`src/tenyr_dev_pkg.sv`:
```
`default_nettype none

package tenyr_dev_pkg;

    localparam int RAM_ABITS = 10; // 1024 words.

    localparam int GPIO_COUNT = 24;

    localparam int SEG7_DIGITS = 4;
    localparam int DIGIT_W     = $clog2(SEG7_DIGITS);
    localparam int SCAN_DIV    = 8; // Short scan for simulation.
    localparam int SCAN_W      = $clog2(SCAN_DIV);

    localparam logic [7:0] SEG7_REG_VALUE = 8'd0; // Four hex nibbles.
    localparam logic [7:0] SEG7_REG_DP    = 8'd1; // Decimal points.

    localparam logic [7:0] GPIO_REG_OUT = 8'd0;
    localparam logic [7:0] GPIO_REG_DIR = 8'd1; // Ones enable the driver.
    localparam logic [7:0] GPIO_REG_IN  = 8'd2; // Read only.

endpackage

`default_nettype wire

```
`src/tenyr_bus_pkg.sv`:
```
`default_nettype none

package tenyr_bus_pkg;

    localparam int DATA_W = 32;         // Bus data width.
    localparam int ADDR_W = 32;         // Word address width.
    localparam int SEL_W  = DATA_W / 8; // One enable per byte.

    localparam logic [ADDR_W-1:0] RAM_BASE  = 32'h0000_1000;
    localparam logic [ADDR_W-1:0] RAM_MASK  = {ADDR_W{1'b1}} << tenyr_dev_pkg::RAM_ABITS;
    localparam logic [ADDR_W-1:0] SEG7_BASE = 32'h0000_0100;
    localparam logic [ADDR_W-1:0] SEG7_MASK = {ADDR_W{1'b1}} << 1; // Two words.
    localparam logic [ADDR_W-1:0] GPIO_BASE = 32'h0000_0200;
    localparam logic [ADDR_W-1:0] GPIO_MASK = {ADDR_W{1'b1}} << 2; // Four words.

    localparam logic [DATA_W-1:0] DEFAULT_DATA = {DATA_W{1'b1}}; // Unmapped read value.

    typedef enum logic [1:0] {
        TGT_RAM,
        TGT_SEG7,
        TGT_GPIO,
        TGT_NONE
    } target_e;

    typedef struct packed {
        logic [ADDR_W-tenyr_dev_pkg::RAM_ABITS-1:0] tag;   // Window bits.
        logic [tenyr_dev_pkg::RAM_ABITS-1:0]        index; // Word inside the RAM.
    } ram_addr_t;

    typedef struct packed {
        logic [ADDR_W-9:0] page;  // Device page.
        logic [7:0]        regno; // Register number.
    } dev_addr_t;

    // Same address word, seen by the decoder, the RAM and the devices.
    typedef union packed {
        logic [ADDR_W-1:0] word;
        ram_addr_t         ram;
        dev_addr_t         dev;
    } bus_addr_u;

endpackage

`default_nettype wire

```
`src/wb_if.sv`:
```
`default_nettype none

interface wb_if;
    import tenyr_bus_pkg::*;

    bus_addr_u         adr;
    logic [DATA_W-1:0] dat_w; // Master to slave.
    logic [DATA_W-1:0] dat_r; // Slave to master.
    logic              we;
    logic [SEL_W-1:0]  sel;
    logic              stb;
    logic              ack;

    modport master (
        output adr, dat_w, we, sel, stb,
        input  dat_r, ack
    );

    modport slave (
        input  adr, dat_w, we, sel, stb,
        output dat_r, ack
    );

endinterface

`default_nettype wire

```
`src/scan_timer.sv`:
```
`default_nettype none

module scan_timer (
    input  logic                              clk,
    input  logic                              rst_i,
    output logic [tenyr_dev_pkg::DIGIT_W-1:0] digit_o
);
    import tenyr_dev_pkg::*;

    logic [SCAN_W-1:0] div_q;

    always_ff @(posedge clk) begin
        if (rst_i) begin
            div_q   <= '0;
            digit_o <= '0;
        end else if (div_q == SCAN_W'(SCAN_DIV - 1)) begin
            div_q   <= '0;
            digit_o <= digit_o + 1'b1; // Wraps past the last digit.
        end else begin
            div_q <= div_q + 1'b1;
        end
    end

endmodule

`default_nettype wire

```
`src/seg7.sv`:
```
`default_nettype none

module seg7 (
    input  logic                                  clk,
    input  logic                                  rst_i,
    wb_if.slave                                   bus,
    output logic [7:0]                            seg_o,
    output logic [tenyr_dev_pkg::SEG7_DIGITS-1:0] an_o
);
    import tenyr_dev_pkg::*;

    logic [4*SEG7_DIGITS-1:0] value_q;
    logic [SEG7_DIGITS-1:0]   dp_q;
    logic [DIGIT_W-1:0]       digit;

    // Active low, bit order gfedcba.
    function automatic logic [6:0] hex_to_seg(input logic [3:0] nib);
        case (nib)
            4'h0: return 7'b1000000;
            4'h1: return 7'b1111001;
            4'h2: return 7'b0100100;
            4'h3: return 7'b0110000;
            4'h4: return 7'b0011001;
            4'h5: return 7'b0010010;
            4'h6: return 7'b0000010;
            4'h7: return 7'b1111000;
            4'h8: return 7'b0000000;
            4'h9: return 7'b0010000;
            4'ha: return 7'b0001000;
            4'hb: return 7'b0000011;
            4'hc: return 7'b1000110;
            4'hd: return 7'b0100001;
            4'he: return 7'b0000110;
            default: return 7'b0001110;
        endcase
    endfunction

    scan_timer scan_i (
        .clk     ( clk   ),
        .rst_i   ( rst_i ),
        .digit_o ( digit )
    );

    always_ff @(posedge clk) begin
        if (rst_i) begin
            value_q <= '0;
            dp_q    <= '0; // All points off.
        end else if (bus.stb && bus.we) begin
            case (bus.adr.dev.regno)
                SEG7_REG_VALUE: value_q <= bus.dat_w[4*SEG7_DIGITS-1:0];
                SEG7_REG_DP:    dp_q    <= bus.dat_w[SEG7_DIGITS-1:0];
                default: ;
            endcase
        end
    end

    always_comb begin
        bus.dat_r = '0; // Unused bits read as zero.
        case (bus.adr.dev.regno)
            SEG7_REG_VALUE: bus.dat_r[4*SEG7_DIGITS-1:0] = value_q;
            SEG7_REG_DP:    bus.dat_r[SEG7_DIGITS-1:0]   = dp_q;
            default: ;
        endcase
    end

    assign bus.ack = bus.stb;

    always_comb begin
        an_o        = '1;
        an_o[digit] = 1'b0; // One anode at a time.
    end

    assign seg_o[6:0] = hex_to_seg(value_q[4*digit +: 4]);
    assign seg_o[7]   = ~dp_q[digit];

endmodule

`default_nettype wire

```
`src/flat_wrapper.sv`:
```
// flat-port wrapper written by rule: the top's interface ports become plain ports
module seg7_flat import tenyr_dev_pkg::*;
  (clk, rst_i, seg_o, an_o, bus_adr, bus_dat_w, bus_we, bus_sel, bus_stb, bus_dat_r, bus_ack);
  wb_if bus_i ();
  input  logic clk;
  input  logic rst_i;
  output logic [7:0] seg_o;
  output logic [tenyr_dev_pkg::SEG7_DIGITS-1:0] an_o;
  input wire logic [$bits(bus_i.adr)-1:0] bus_adr;
  input wire logic [$bits(bus_i.dat_w)-1:0] bus_dat_w;
  input wire logic [$bits(bus_i.we)-1:0] bus_we;
  input wire logic [$bits(bus_i.sel)-1:0] bus_sel;
  input wire logic [$bits(bus_i.stb)-1:0] bus_stb;
  output wire logic [$bits(bus_i.dat_r)-1:0] bus_dat_r;
  output wire logic [$bits(bus_i.ack)-1:0] bus_ack;
  assign bus_i.adr = bus_adr;
  assign bus_i.dat_w = bus_dat_w;
  assign bus_i.we = bus_we;
  assign bus_i.sel = bus_sel;
  assign bus_i.stb = bus_stb;
  assign bus_dat_r = bus_i.dat_r;
  assign bus_ack = bus_i.ack;
  seg7 u_core (.clk(clk), .rst_i(rst_i), .bus(bus_i), .seg_o(seg_o), .an_o(an_o));
endmodule
```
`config.mk`:
```
export PLATFORM = sky130hd
export DESIGN_NAME = seg7_flat
export DESIGN_NICKNAME = d
export VERILOG_FILES = /design/src/tenyr_dev_pkg.sv /design/src/tenyr_bus_pkg.sv /design/src/wb_if.sv /design/src/scan_timer.sv /design/src/seg7.sv /design/src/flat_wrapper.sv
export SDC_FILE = /design/constraint.sdc
export NUM_CORES = 1
export LEC_CHECK = 0
export BUFFER_PORTS_ARGS = -buffer_cell sky130_fd_sc_hd__buf_2
export CAP_MARGIN = 5
export CORE_MARGIN = 2
export CORE_UTILIZATION = 33
export CTS_CLUSTER_DIAMETER = 80
export DETAILED_ROUTE_END_ITERATION = 6
export PLACE_DENSITY = 0.68
export SLEW_MARGIN = 0
export SYNTH_ARGS = -nofsm -noshare
export SYNTH_HDL_FRONTEND = slang
export SYNTH_HIERARCHICAL = 1
export SYNTH_SLANG_ARGS = --single-unit
```
`constraint.sdc`:
```
create_clock -name clk -period 4.1 [get_ports clk]
set_input_delay 0 -clock clk [delete_from_list [all_inputs] [get_ports clk]]
set_output_delay 0 -clock clk [all_outputs]
set_load 0.005 [all_outputs]
```
==> results of run 1 <==
==> critical path, delay by kind of cell, from the launching register on <==
| kind | cells | cell delay [ns] |
|---|---|---|
| flip-flops | 1 | 0.62 |
| buffers and inverters | 3 | 0.34 |
| multiplexers | 2 | 1.09 |
| adder cells (fa/ha/maj) | 1 | 0.14 |
==> report_power, final <==
group	switching [mW]	total [mW]	internal, mW
clock	0.0806	0.150	0.0689
combinational	0.0173	0.0408	0.0235
sequential	0.00140	0.247	0.245
==> flip-flops by register name (all words and copies together), names as in the netlist <==
register / flops
u_core/dp_q: 4
u_core/scan_i/div_q: 3
u_core/value_q: 16
u_core/scan_i/digit_o: 2
==> layout make-up <==
type	instances	share of cell area (%)
timing repair buffer	73	22.0
clock inverter	1	0.369
clock buffer	3	2.03
multi-input combinational	124	46.5
tap	54	3.32
inverter	6	1.11
sequential	25	24.6
==> cell usage in the layout (no fill, tap or decap) <==
cell and instances:
sky130_fd_sc_hd__nand3b_1 1, sky130_fd_sc_hd__a32o_1 1, sky130_fd_sc_hd__a22o_1 4, sky130_fd_sc_hd__nand2_1 5, sky130_fd_sc_hd__nor2_1 23, sky130_fd_sc_hd__nor2_2 1
sky130_fd_sc_hd__or4_1 1, sky130_fd_sc_hd__dfxtp_1 25, sky130_fd_sc_hd__ha_1 8, sky130_fd_sc_hd__mux2_2 2, sky130_fd_sc_hd__or3_2 1, sky130_fd_sc_hd__mux4_2 6
sky130_fd_sc_hd__a21oi_1 2, sky130_fd_sc_hd__dlygate4sd3_1 16, sky130_fd_sc_hd__or2_2 3, sky130_fd_sc_hd__a21bo_1 1, sky130_fd_sc_hd__o21ai_0 2, sky130_fd_sc_hd__xnor2_1 1
sky130_fd_sc_hd__clkinvlp_4 1, sky130_fd_sc_hd__o22ai_1 2, sky130_fd_sc_hd__conb_1 16, sky130_fd_sc_hd__inv_1 6, sky130_fd_sc_hd__nor3_1 2, sky130_fd_sc_hd__mux2i_1 22
sky130_fd_sc_hd__nor3b_1 3, sky130_fd_sc_hd__buf_2 56, sky130_fd_sc_hd__or4_4 1, sky130_fd_sc_hd__nor4_4 1, sky130_fd_sc_hd__nand2b_1 3, sky130_fd_sc_hd__and2_1 12
sky130_fd_sc_hd__buf_4 1, sky130_fd_sc_hd__clkbuf_8 3
==> per-layer routing <==
metal / track usage (%) / wire length (um) / part of all wire (%) / up-vias
li1: - / - / - / 666
met2: 22.4 / 1630 / 47 / 61
met3: 2.06 / 226 / 6.5 / 4
met4: 2.42 / 30 / 0.86 / 0
met1: 16.6 / 1590 / 46 / 610
met5: 0 / 0 / 0 / -
==> kinds of logic (layout without fill, tap and decap cells) <==
| kind of cell | after synthesis | in the layout | synth area share, % |
|---|---|---|---|
| XOR/XNOR | 1 | 1 | 0.549 |
| buffers and inverters | 31 | 83 | 12.9 |
| AO/OA/AOI/OAI | 12 | 12 | 5.49 |
| other | 1 | 16 | 0.235 |
| adder cells (fa/ha/maj) | 8 | 8 | 6.27 |
| flip-flops | 25 | 25 | 31.4 |
| multiplexers | 30 | 30 | 23.7 |
| AND/OR/NAND/NOR | 57 | 57 | 19.5 |
==> path summary, 6_finish.rpt <==
kind | from | endpoint | slack (ns) | cells after the start
min | rst_i | u_core/dp_q[2] | 0.15 | 2
max | u_core/scan_i/digit_o[1] | seg_o[3] | 1.64 | 6
min reg2reg | u_core/scan_i/div_q[0] | u_core/scan_i/div_q[0] | 0.44 | 1
max reg2reg | u_core/scan_i/div_q[0] | u_core/scan_i/digit_o[1] | 2.90 | 4
==> per-stage QoR <==
step                      power, mW  area [um2]  cells  hold slack [ns]  util [%]
after floorplan               0.277        1650    180           0.0691         -
after CTS                     0.440        2030    286            0.159      43.3
after detailed placement      0.282        1820    266            0.191      38.9
final                         0.437        2030    286            0.148      43.3
after global routing          0.454        2030    286            0.174      43.3
after global placement        0.281        1820    266            0.192      38.9
==> metrics.txt, run 1 <==
CTS tree=built; warning count from the yosys run=6; Worst EP arrival=2.46 ns; # setup viols final=0; Resized cells post-CTS=0; Leakage Power=0.917 nW; CTS buffer count=3; slowest CP cell=sky130_fd_sc_hd__mux4_2; clock slew seen by the registers of the worst setup and hold paths=0.09 ns; final hold violations=0; Fmax=406 MHz; Setup Slack @ Placement=1.90 ns; clock tree root buffer cell=sky130_fd_sc_hd__clkbuf_8; final cycle utilization of the critical path=60.1%; average wire length per cell after detail routing=12.1 um; nets=313; number of antenna diodes=0; Synth area leaders=sky130_fd_sc_hd__dfxtp_1, sky130_fd_sc_hd__mux2i_1, sky130_fd_sc_hd__mux4_2, sky130_fd_sc_hd__buf_4, sky130_fd_sc_hd__ha_1; Longest Clk Path Bufs=2; library cells used by synthesis=33; peak ir drop on the vdd network=0.129 mV; storage element area=500 um2; iteration count of the initial detailed-routing pass=4; Final Slew Violations=0; IO Pins=117; via total after detailed routing=1341; Placer Congestion=0.747; DP Wirelength=2.52 mm; cell area after technology mapping=1600 um2; actual slew at the worst max-slew pin=0.590 ns; post-route worst setup slack=1.64 ns; buffers inserted during post-CTS setup optimization=0; Core Rows=25; DIE WIDTH=73.5 um; total power per unit cell area=215 nW/um2; outcome=completed; Setup Total Neg Slack=0 ns; overall die height=73.5 um; number of flops mapped to enable cells by yosys=0; max cap viols=0; DRC Markers=0; # H-tree levels=1; sinks on the clock net=25; global-route wire length before repair=5.46 mm; I/O Buffers=56; worst-case headroom to the max-slew limit=60.6%; vias in the first global route=1233; clock insertion delay at the later pin of the skew report=0.27 ns; Hold Buf Count CTS=16; Antenna Violating Nets Remaining=0; most common library cells after synthesis=sky130_fd_sc_hd__dfxtp_1, sky130_fd_sc_hd__nor2_1, sky130_fd_sc_hd__mux2i_1, sky130_fd_sc_hd__buf_4, sky130_fd_sc_hd__and2_1; number of register bits inferred by synthesis=25; per-cell via count in the routed design=4.69; signed area change from the synthesized netlist to the final layout=27.5%; final wirelength=3.47 mm; top-count cell post-synth=sky130_fd_sc_hd__dfxtp_1; sequential share of the synthesized area=31.4%; critical path start-end classification=flop to primary output; die footprint=5410 um2; RSZ-0062 raised after global routing=no; Filler cells=458; number of antenna violations at the first check in global routing=0; maximum clock skew at final layout=0.000901 ns; CP endpoint kind=primary output; mean instance size in the synthesized netlist=9.67 um2; biggest fanout along the worst timing path=11; largest net degree at the start of global routing=26; data required time at the worst endpoint=4.10 ns; dominant synthesized flop cell=sky130_fd_sc_hd__dfxtp_1; fraction of final layout cells sized beyond drive strength 1=32.8%; sum of overflow across all layers after global routing=0; combined area of the multi-input logic cells=946 um2; library cell occupying the most area in the post-synthesis netlist=sky130_fd_sc_hd__dfxtp_1; Synth Instances=165; Post-synth ARST share=0%; Core Box Area=4690 um2; longest individual stage delay on the worst path=0.65 ns; overall routing resource usage=12.8%; portion of synthesized cell area occupied by the leading cell type=31.4%; worst hold path type=input pin to flop; initial standard-cell utilization of the core=34.0%; cell-by-cell listing of the critical path=mux4_2 -> inv_1 -> ha_1 -> inv_1 -> mux4_2 -> buf_2; count of routing violations after the opening detailed-route iteration=37; time the worst path needs with I/O delays and setup=2.46 ns; Critical Path Start Type=flop
Note: power is estimated with default switching activity, not from simulation.
==> run 2, diff against run 1 <==
==> constraint.sdc (replaced) <==
create_clock -name clk -period 2.5 [get_ports clk]
set_input_delay 0 -clock clk [delete_from_list [all_inputs] [get_ports clk]]
set_output_delay 0 -clock clk [all_outputs]
set_load 0.005 [all_outputs]
==> metrics.txt, run 2 (synthesized netlist as in run 1, its figures left out) <==
Core Rows=25 (unchanged); length in cells of the worst reg-to-reg path=4 (unchanged); clock tree root buffer cell=sky130_fd_sc_hd__clkbuf_8; number of antenna violations at the first check in global routing=0 (unchanged); Longest Clk Path Bufs=2 (unchanged); launch instance of the worst register-to-register path=u_core/scan_i/div_q[0]; # H-tree levels=1 (unchanged); clock insertion delay at the later pin of the skew report=0.27 ns (about the same); RSZ-0062 raised after global routing=no; max cap viols=0 (unchanged); fraction of final layout cells sized beyond drive strength 1=33.2% (+0.43 points); buffers inserted during post-CTS setup optimization=0 (unchanged); final wirelength=3.47 mm (unchanged); peak ir drop on the vdd network=0.212 mV (+64%); Final Slew Violations=0 (unchanged); CP Buf/Inv Count=3 (unchanged); count of routing violations after the opening detailed-route iteration=37 (unchanged); largest net degree at the start of global routing=26 (unchanged); HP Start=rst_i; CTS tree=built; combinational share of power=9.3% (about the same); Antenna Violating Nets Remaining=0 (unchanged); number of antenna diodes=0 (unchanged); worst hold path type=input pin to flop; largest registers in the final layout=u_core/value_q: 16 flops, u_core/dp_q: 4 flops, u_core/scan_i/div_q: 3 flops; number of cells in the finished layout apart from fillers=286 (unchanged); iteration count of the initial detailed-routing pass=4 (unchanged); sinks on the clock net=25 (unchanged); critical path start-end classification=flop to primary output; via total after detailed routing=1341 (unchanged); crit-path leading delay family=multiplexers; post-route worst setup slack=0.188 ns (-1.45 ns); share of power burned in registers=56.4% (about the same); Fmax=433 MHz; Core Box Area=4690 um2 (unchanged); DRC Markers=0 (unchanged); instance count along the most critical hold path=2 (unchanged); destination of the worst hold path=u_core/dp_q[2]; Worst EP arrival=2.31 ns (-0.15 ns); IO Pins=117 (unchanged); global-route wire length before repair=5.46 mm (unchanged); dpl cells=266 (unchanged); worst-case headroom to the max-slew limit=60.6% (unchanged); register ranked first by flip-flop count=u_core/value_q; final hold violations=0 (unchanged); clock slew seen by the registers of the worst setup and hold paths=0.09 ns (about the same); net switching power figure=163 uW (+64%); Leakage Power=0.918 nW (about the same); CTS buffer count=3 (unchanged); clock power share=34.2% (about the same); top library cells by usage in the layout, fill and taps aside=sky130_fd_sc_hd__buf_2, sky130_fd_sc_hd__dfxtp_1, sky130_fd_sc_hd__nor2_1; dpl cell area=1820 um2 (unchanged); vias in the first global route=1233 (unchanged); longest individual stage delay on the worst path=0.64 ns (about the same); internal power=554 uW (+64%); actual slew at the worst max-slew pin=0.590 ns (unchanged); I/O Buffers=56 (unchanged); time the worst path needs with I/O delays and setup=2.31 ns; Non-Filler Cell Area, Final=2030 um2 (about the same); data required time at the worst endpoint=2.50 ns (-1.60 ns); CP endpoint kind=primary output; net switching fraction of the power=22.7% (about the same); endpoint of the lowest-slack register-to-register path=u_core/scan_i/digit_o[1]; outcome=completed; flip-flop count of the largest register, all copies and words added=16 (unchanged); average wire length per cell after detail routing=12.1 um (unchanged); critical path launch point=u_core/scan_i/digit_o[0]; slowest CP cell=sky130_fd_sc_hd__dfxtp_1; DIE WIDTH=73.5 um (unchanged); signed area change from the synthesized netlist to the final layout=27.5% (about the same); Setup Slack @ Placement=0.301 ns (-1.60 ns); initial standard-cell utilization of the core=34.0% (unchanged); overall die height=73.5 um (unchanged); Critical Path Start Type=flop; die footprint=5410 um2 (unchanged); per-cell via count in the routed design=4.69 (unchanged); Placer Congestion=0.747 (unchanged); final cycle utilization of the critical path=92.5%; nets=313 (unchanged); commonest non-fill, non-tap cell in the layout=sky130_fd_sc_hd__buf_2; maximum clock skew at final layout=0.000901 ns (unchanged); DP Wirelength=2.52 mm (unchanged); total power per unit cell area=352 nW/um2 (+64%); biggest fanout along the worst timing path=12 (+1); overall routing resource usage=12.8% (unchanged); reg-to-reg slack, setup=1.29 ns (-1.61 ns); sum of overflow across all layers after global routing=0 (unchanged); # setup viols final=0 (unchanged); Setup Total Neg Slack=0 ns (unchanged); cell-by-cell listing of the critical path=mux4_2 -> inv_1 -> ha_1 -> inv_1 -> mux4_2 -> buf_2
[run 2: cell type report]
| cell class | instances | area [um2] |
|---|---|---|
| Tap cell | 54 | 67.6 |
| Timing Repair Buffer | 73 | 448 |
| Multi-Input combinational cell | 124 | 946 |
| Clock buffer | 3 | 41.3 |
| Inverter | 6 | 22.5 |
| Fill cell | 458 | 2660 |
| Sequential cell | 25 | 502 |
| Clock inverter | 1 | 7.51 |
[run 2: routing by layer]
layer / up-vias / share of wire (%) / global-route usage (%)
met3: 4 / 6.5 / 2.06
met4: 0 / 0.86 / 2.42
met2: 61 / 47 / 22.4
li1: 666 / - / -
met5: - / 0 / 0
met1: 610 / 46 / 16.6
[run 2: power by group through the flow]
| stage | Combinational (mW) | Clock, mW | Sequential, mW |
|---|---|---|---|
| 2_1_floorplan | 0.0419 | 0 | 0.413 |
| 3_3_place_gp | 0.0469 | 0 | 0.414 |
| 3_5_place_dp | 0.0480 | 0 | 0.414 |
| 4_1_cts | 0.0673 | 0.249 | 0.405 |
| 5_1_grt | 0.0757 | 0.263 | 0.406 |
| 6_report | 0.0670 | 0.245 | 0.405 |
[run 2: per-stage QoR]
stage                     power (mW)  hold slack [ns]  utilization (%)
after detailed placement       0.462            0.191             38.9
final                          0.717            0.148             43.4
after floorplan                0.455           0.0691                -
after global placement         0.461            0.192             38.9
after global routing           0.745            0.174             43.4
after CTS                      0.721            0.159             43.4
[run 2: worst max path at each step]
stage | end | slack (ns) | cells past startpoint
after CTS | seg_o[3] | 0.17 | 6
after floorplan | seg_o[3] | 0.67 | 6
after detailed placement | seg_o[3] | 0.30 | 6
final | seg_o[3] | 0.19 | 6
after global placement | seg_o[3] | 0.34 | 6
after global routing | seg_o[3] | 0.07 | 6
[run 2: timing repair]
item | 4_1_cts | 5_1_grt
setup endpoints to repair | 1 | 0
hold endpoints to repair | 20 | 0
gates resized for setup | 1 | 0
hold buffers | 16 | 0
==> run 3, diff against run 2 <==
==> constraint.sdc (replaced) <==
create_clock -name clk -period 2.5 [get_ports clk]
set_input_delay 0 -clock clk [delete_from_list [all_inputs] [get_ports clk]]
set_output_delay 0 -clock clk [all_outputs]
set_load 0.1 [all_outputs]
==> metrics.txt, run 3 (synthesized netlist as in run 1, its figures left out) <==
CP endpoint kind=primary output; Fmax=434 MHz (+0.41%); critical path launch point=u_core/scan_i/digit_o[1]; critical path start-end classification=flop to primary output; largest registers in the final layout=u_core/value_q: 16 flops, u_core/dp_q: 4 flops, u_core/scan_i/div_q: 3 flops; # H-tree levels=1 (unchanged); number of antenna diodes=0 (unchanged); total power=813 uW (+13%); sum of overflow across all layers after global routing=0 (unchanged); count of routing violations after the opening detailed-route iteration=45 (+22%); dpl cell area=1950 um2 (+7.1%); max cap viols=0 (unchanged); data required time at the worst endpoint=2.50 ns (about the same); Final Slew Violations=0 (unchanged); CTS tree=built; vias in the first global route=1293 (+4.9%); top library cells by usage in the layout, fill and taps aside=sky130_fd_sc_hd__buf_2, sky130_fd_sc_hd__dfxtp_1, sky130_fd_sc_hd__nor2_1; Non-Filler Cell Area, Final=2150 um2 (+5.9%); DRC Markers=0 (unchanged); utilization of the core after routing=45.9% (+2.6 points); Leakage Power=0.950 nW (+3.5%); CP endpoint=seg_o[1]; clock slew seen by the registers of the worst setup and hold paths=0.08 ns (about the same); largest net degree at the start of global routing=26 (unchanged); CTS buffer count=3 (unchanged); nets=314 (+0.32%); peak ir drop on the vdd network=0.283 mV (+34%); biggest fanout along the worst timing path=11 (-1); length in cells of the worst reg-to-reg path=4 (unchanged); average wire length per cell after detail routing=12.5 um (+3.2%); outcome=completed; number of antenna violations at the first check in global routing=0 (unchanged); final wirelength=3.60 mm (+3.6%); DIE WIDTH=73.5 um (unchanged); total power per unit cell area=377 nW/um2 (+7.1%); Core Box Area=4690 um2 (unchanged); via total after detailed routing=1346 (+0.37%); flip-flop count of the largest register, all copies and words added=16 (unchanged); Antenna Violating Nets Remaining=0 (unchanged); I/O Buffers=56 (unchanged); commonest non-fill, non-tap cell in the layout=sky130_fd_sc_hd__buf_2; launch instance of the worst register-to-register path=u_core/scan_i/div_q[0]; overall routing resource usage=13.5% (+0.68 points); IO Pins=117 (unchanged); worst hold path type=input pin to flop; final cycle utilization of the critical path=92.1% (-0.38 points); Worst EP arrival=2.30 ns (about the same); Longest Clk Path Bufs=2 (unchanged); die footprint=5410 um2 (unchanged); RSZ-0062 raised after global routing=no; Setup Total Neg Slack=0 ns (unchanged); time the worst path needs with I/O delays and setup=2.30 ns (-0.00944 ns); clock tree root buffer cell=sky130_fd_sc_hd__clkbuf_8; overall die height=73.5 um (unchanged); # setup viols final=0 (unchanged); Filler cells=459 (+0.22%); sinks on the clock net=25 (unchanged); initial standard-cell utilization of the core=34.0% (unchanged); global-route wire length before repair=5.73 mm (+4.9%); HP Start=bus_dat_w[13]; DP Wirelength=2.68 mm (+6.3%); iteration count of the initial detailed-routing pass=4 (unchanged); fraction of final layout cells sized beyond drive strength 1=34.8% (+1.6 points); endpoint of the lowest-slack register-to-register path=u_core/scan_i/digit_o[1]; Critical Path Start Type=flop; Setup Slack @ Placement=0.219 ns (-0.0822 ns); final hold violations=0 (unchanged); reg-to-reg slack, setup=1.31 ns (+0.02 ns); maximum clock skew at final layout=0.00429 ns (+0.00339 ns); post-route worst setup slack=0.198 ns (+0.00944 ns); Core Rows=25 (unchanged); clock insertion delay at the later pin of the skew report=0.26 ns (about the same); signed area change from the synthesized netlist to the final layout=35.1%; per-cell via count in the routed design=4.69 (about the same); register ranked first by flip-flop count=u_core/value_q; Placer Congestion=0.729 (-2.4%)
-- run 3: cell count changes in the layout (fill, tap and decap cells not counted), moves of 2 or more --
cell / previous run / this run
sky130_fd_sc_hd__o21ai_1: 0 / 2
sky130_fd_sc_hd__o21ai_0: 2 / 0
sky130_fd_sc_hd__buf_4: 1 / 3
sky130_fd_sc_hd__o22ai_2: 0 / 2
sky130_fd_sc_hd__buf_2: 56 / 49
sky130_fd_sc_hd__o22ai_1: 2 / 0
sky130_fd_sc_hd__buf_12: 0 / 6
-- run 3: routing by layer --
metal  wire length (um)  vias to the layer above  GRT usage (%)
met3                249                        2           2.06
met5                  0                        -              0
li1                   -                      671              -
met4                 16                        0           3.23
met2               1760                       58           23.0
met1               1570                      615           17.8
-- run 3: area by class of cell --
cell class                      instances  area, um2  share of cell area (%)
Timing Repair Buffer                   74        546                    25.3
Clock buffer                            4       45.0                    2.09
Inverter                                6       22.5                    1.05
Sequential cell                        25        504                    23.4
Tap cell                               54       67.6                    3.14
Multi-Input combinational cell        124        970                    45.0
-- run 3: through the flow --
step,hold WS (ns),cells
floorplan,0.0691,180
global placement,0.233,268
detailed placement,0.243,268
CTS,0.0218,287
global route,0.0222,287
finish,0.0159,287
-- run 3: critical path, cell delays in order, from the launching register on --
cell and delay [ns]:
sky130_fd_sc_hd__dfxtp_4 0.44, sky130_fd_sc_hd__mux4_2 0.59, sky130_fd_sc_hd__inv_1 0.15, sky130_fd_sc_hd__ha_1 0.24
sky130_fd_sc_hd__inv_1 0.07, sky130_fd_sc_hd__mux2i_1 0.06, sky130_fd_sc_hd__a32o_1 0.21, sky130_fd_sc_hd__clkbuf_4 0.28
-- run 3: how the worst min path moves through the flow --
stage | slack (ns) | to | cells after the start
3_3_place_gp | 0.23 | u_core/value_q[15] | 3
3_5_place_dp | 0.24 | u_core/value_q[15] | 3
5_1_grt | 0.02 | u_core/value_q[13] | 3
4_1_cts | 0.02 | u_core/value_q[13] | 3
6_report | 0.02 | u_core/value_q[13] | 3
2_1_floorplan | 0.07 | u_core/scan_i/digit_o[1] | 1
-- run 3: where the power goes --
part           switching [mW]  internal (mW)
Sequential            0.00181          0.401
Combinational           0.137         0.0385
Clock                   0.121          0.114
-- run 3: timing repair --
| item | 4_1_cts | 5_1_grt |
|---|---|---|
| gates resized for setup | 1 | 2 |
| setup endpoints to repair | 3 | 2 |
| hold endpoints to repair | 18 | 0 |
| hold buffers | 15 | 0 |
| buffers inserted | 0 | 0 |
| pin swaps | 0 | 0 |
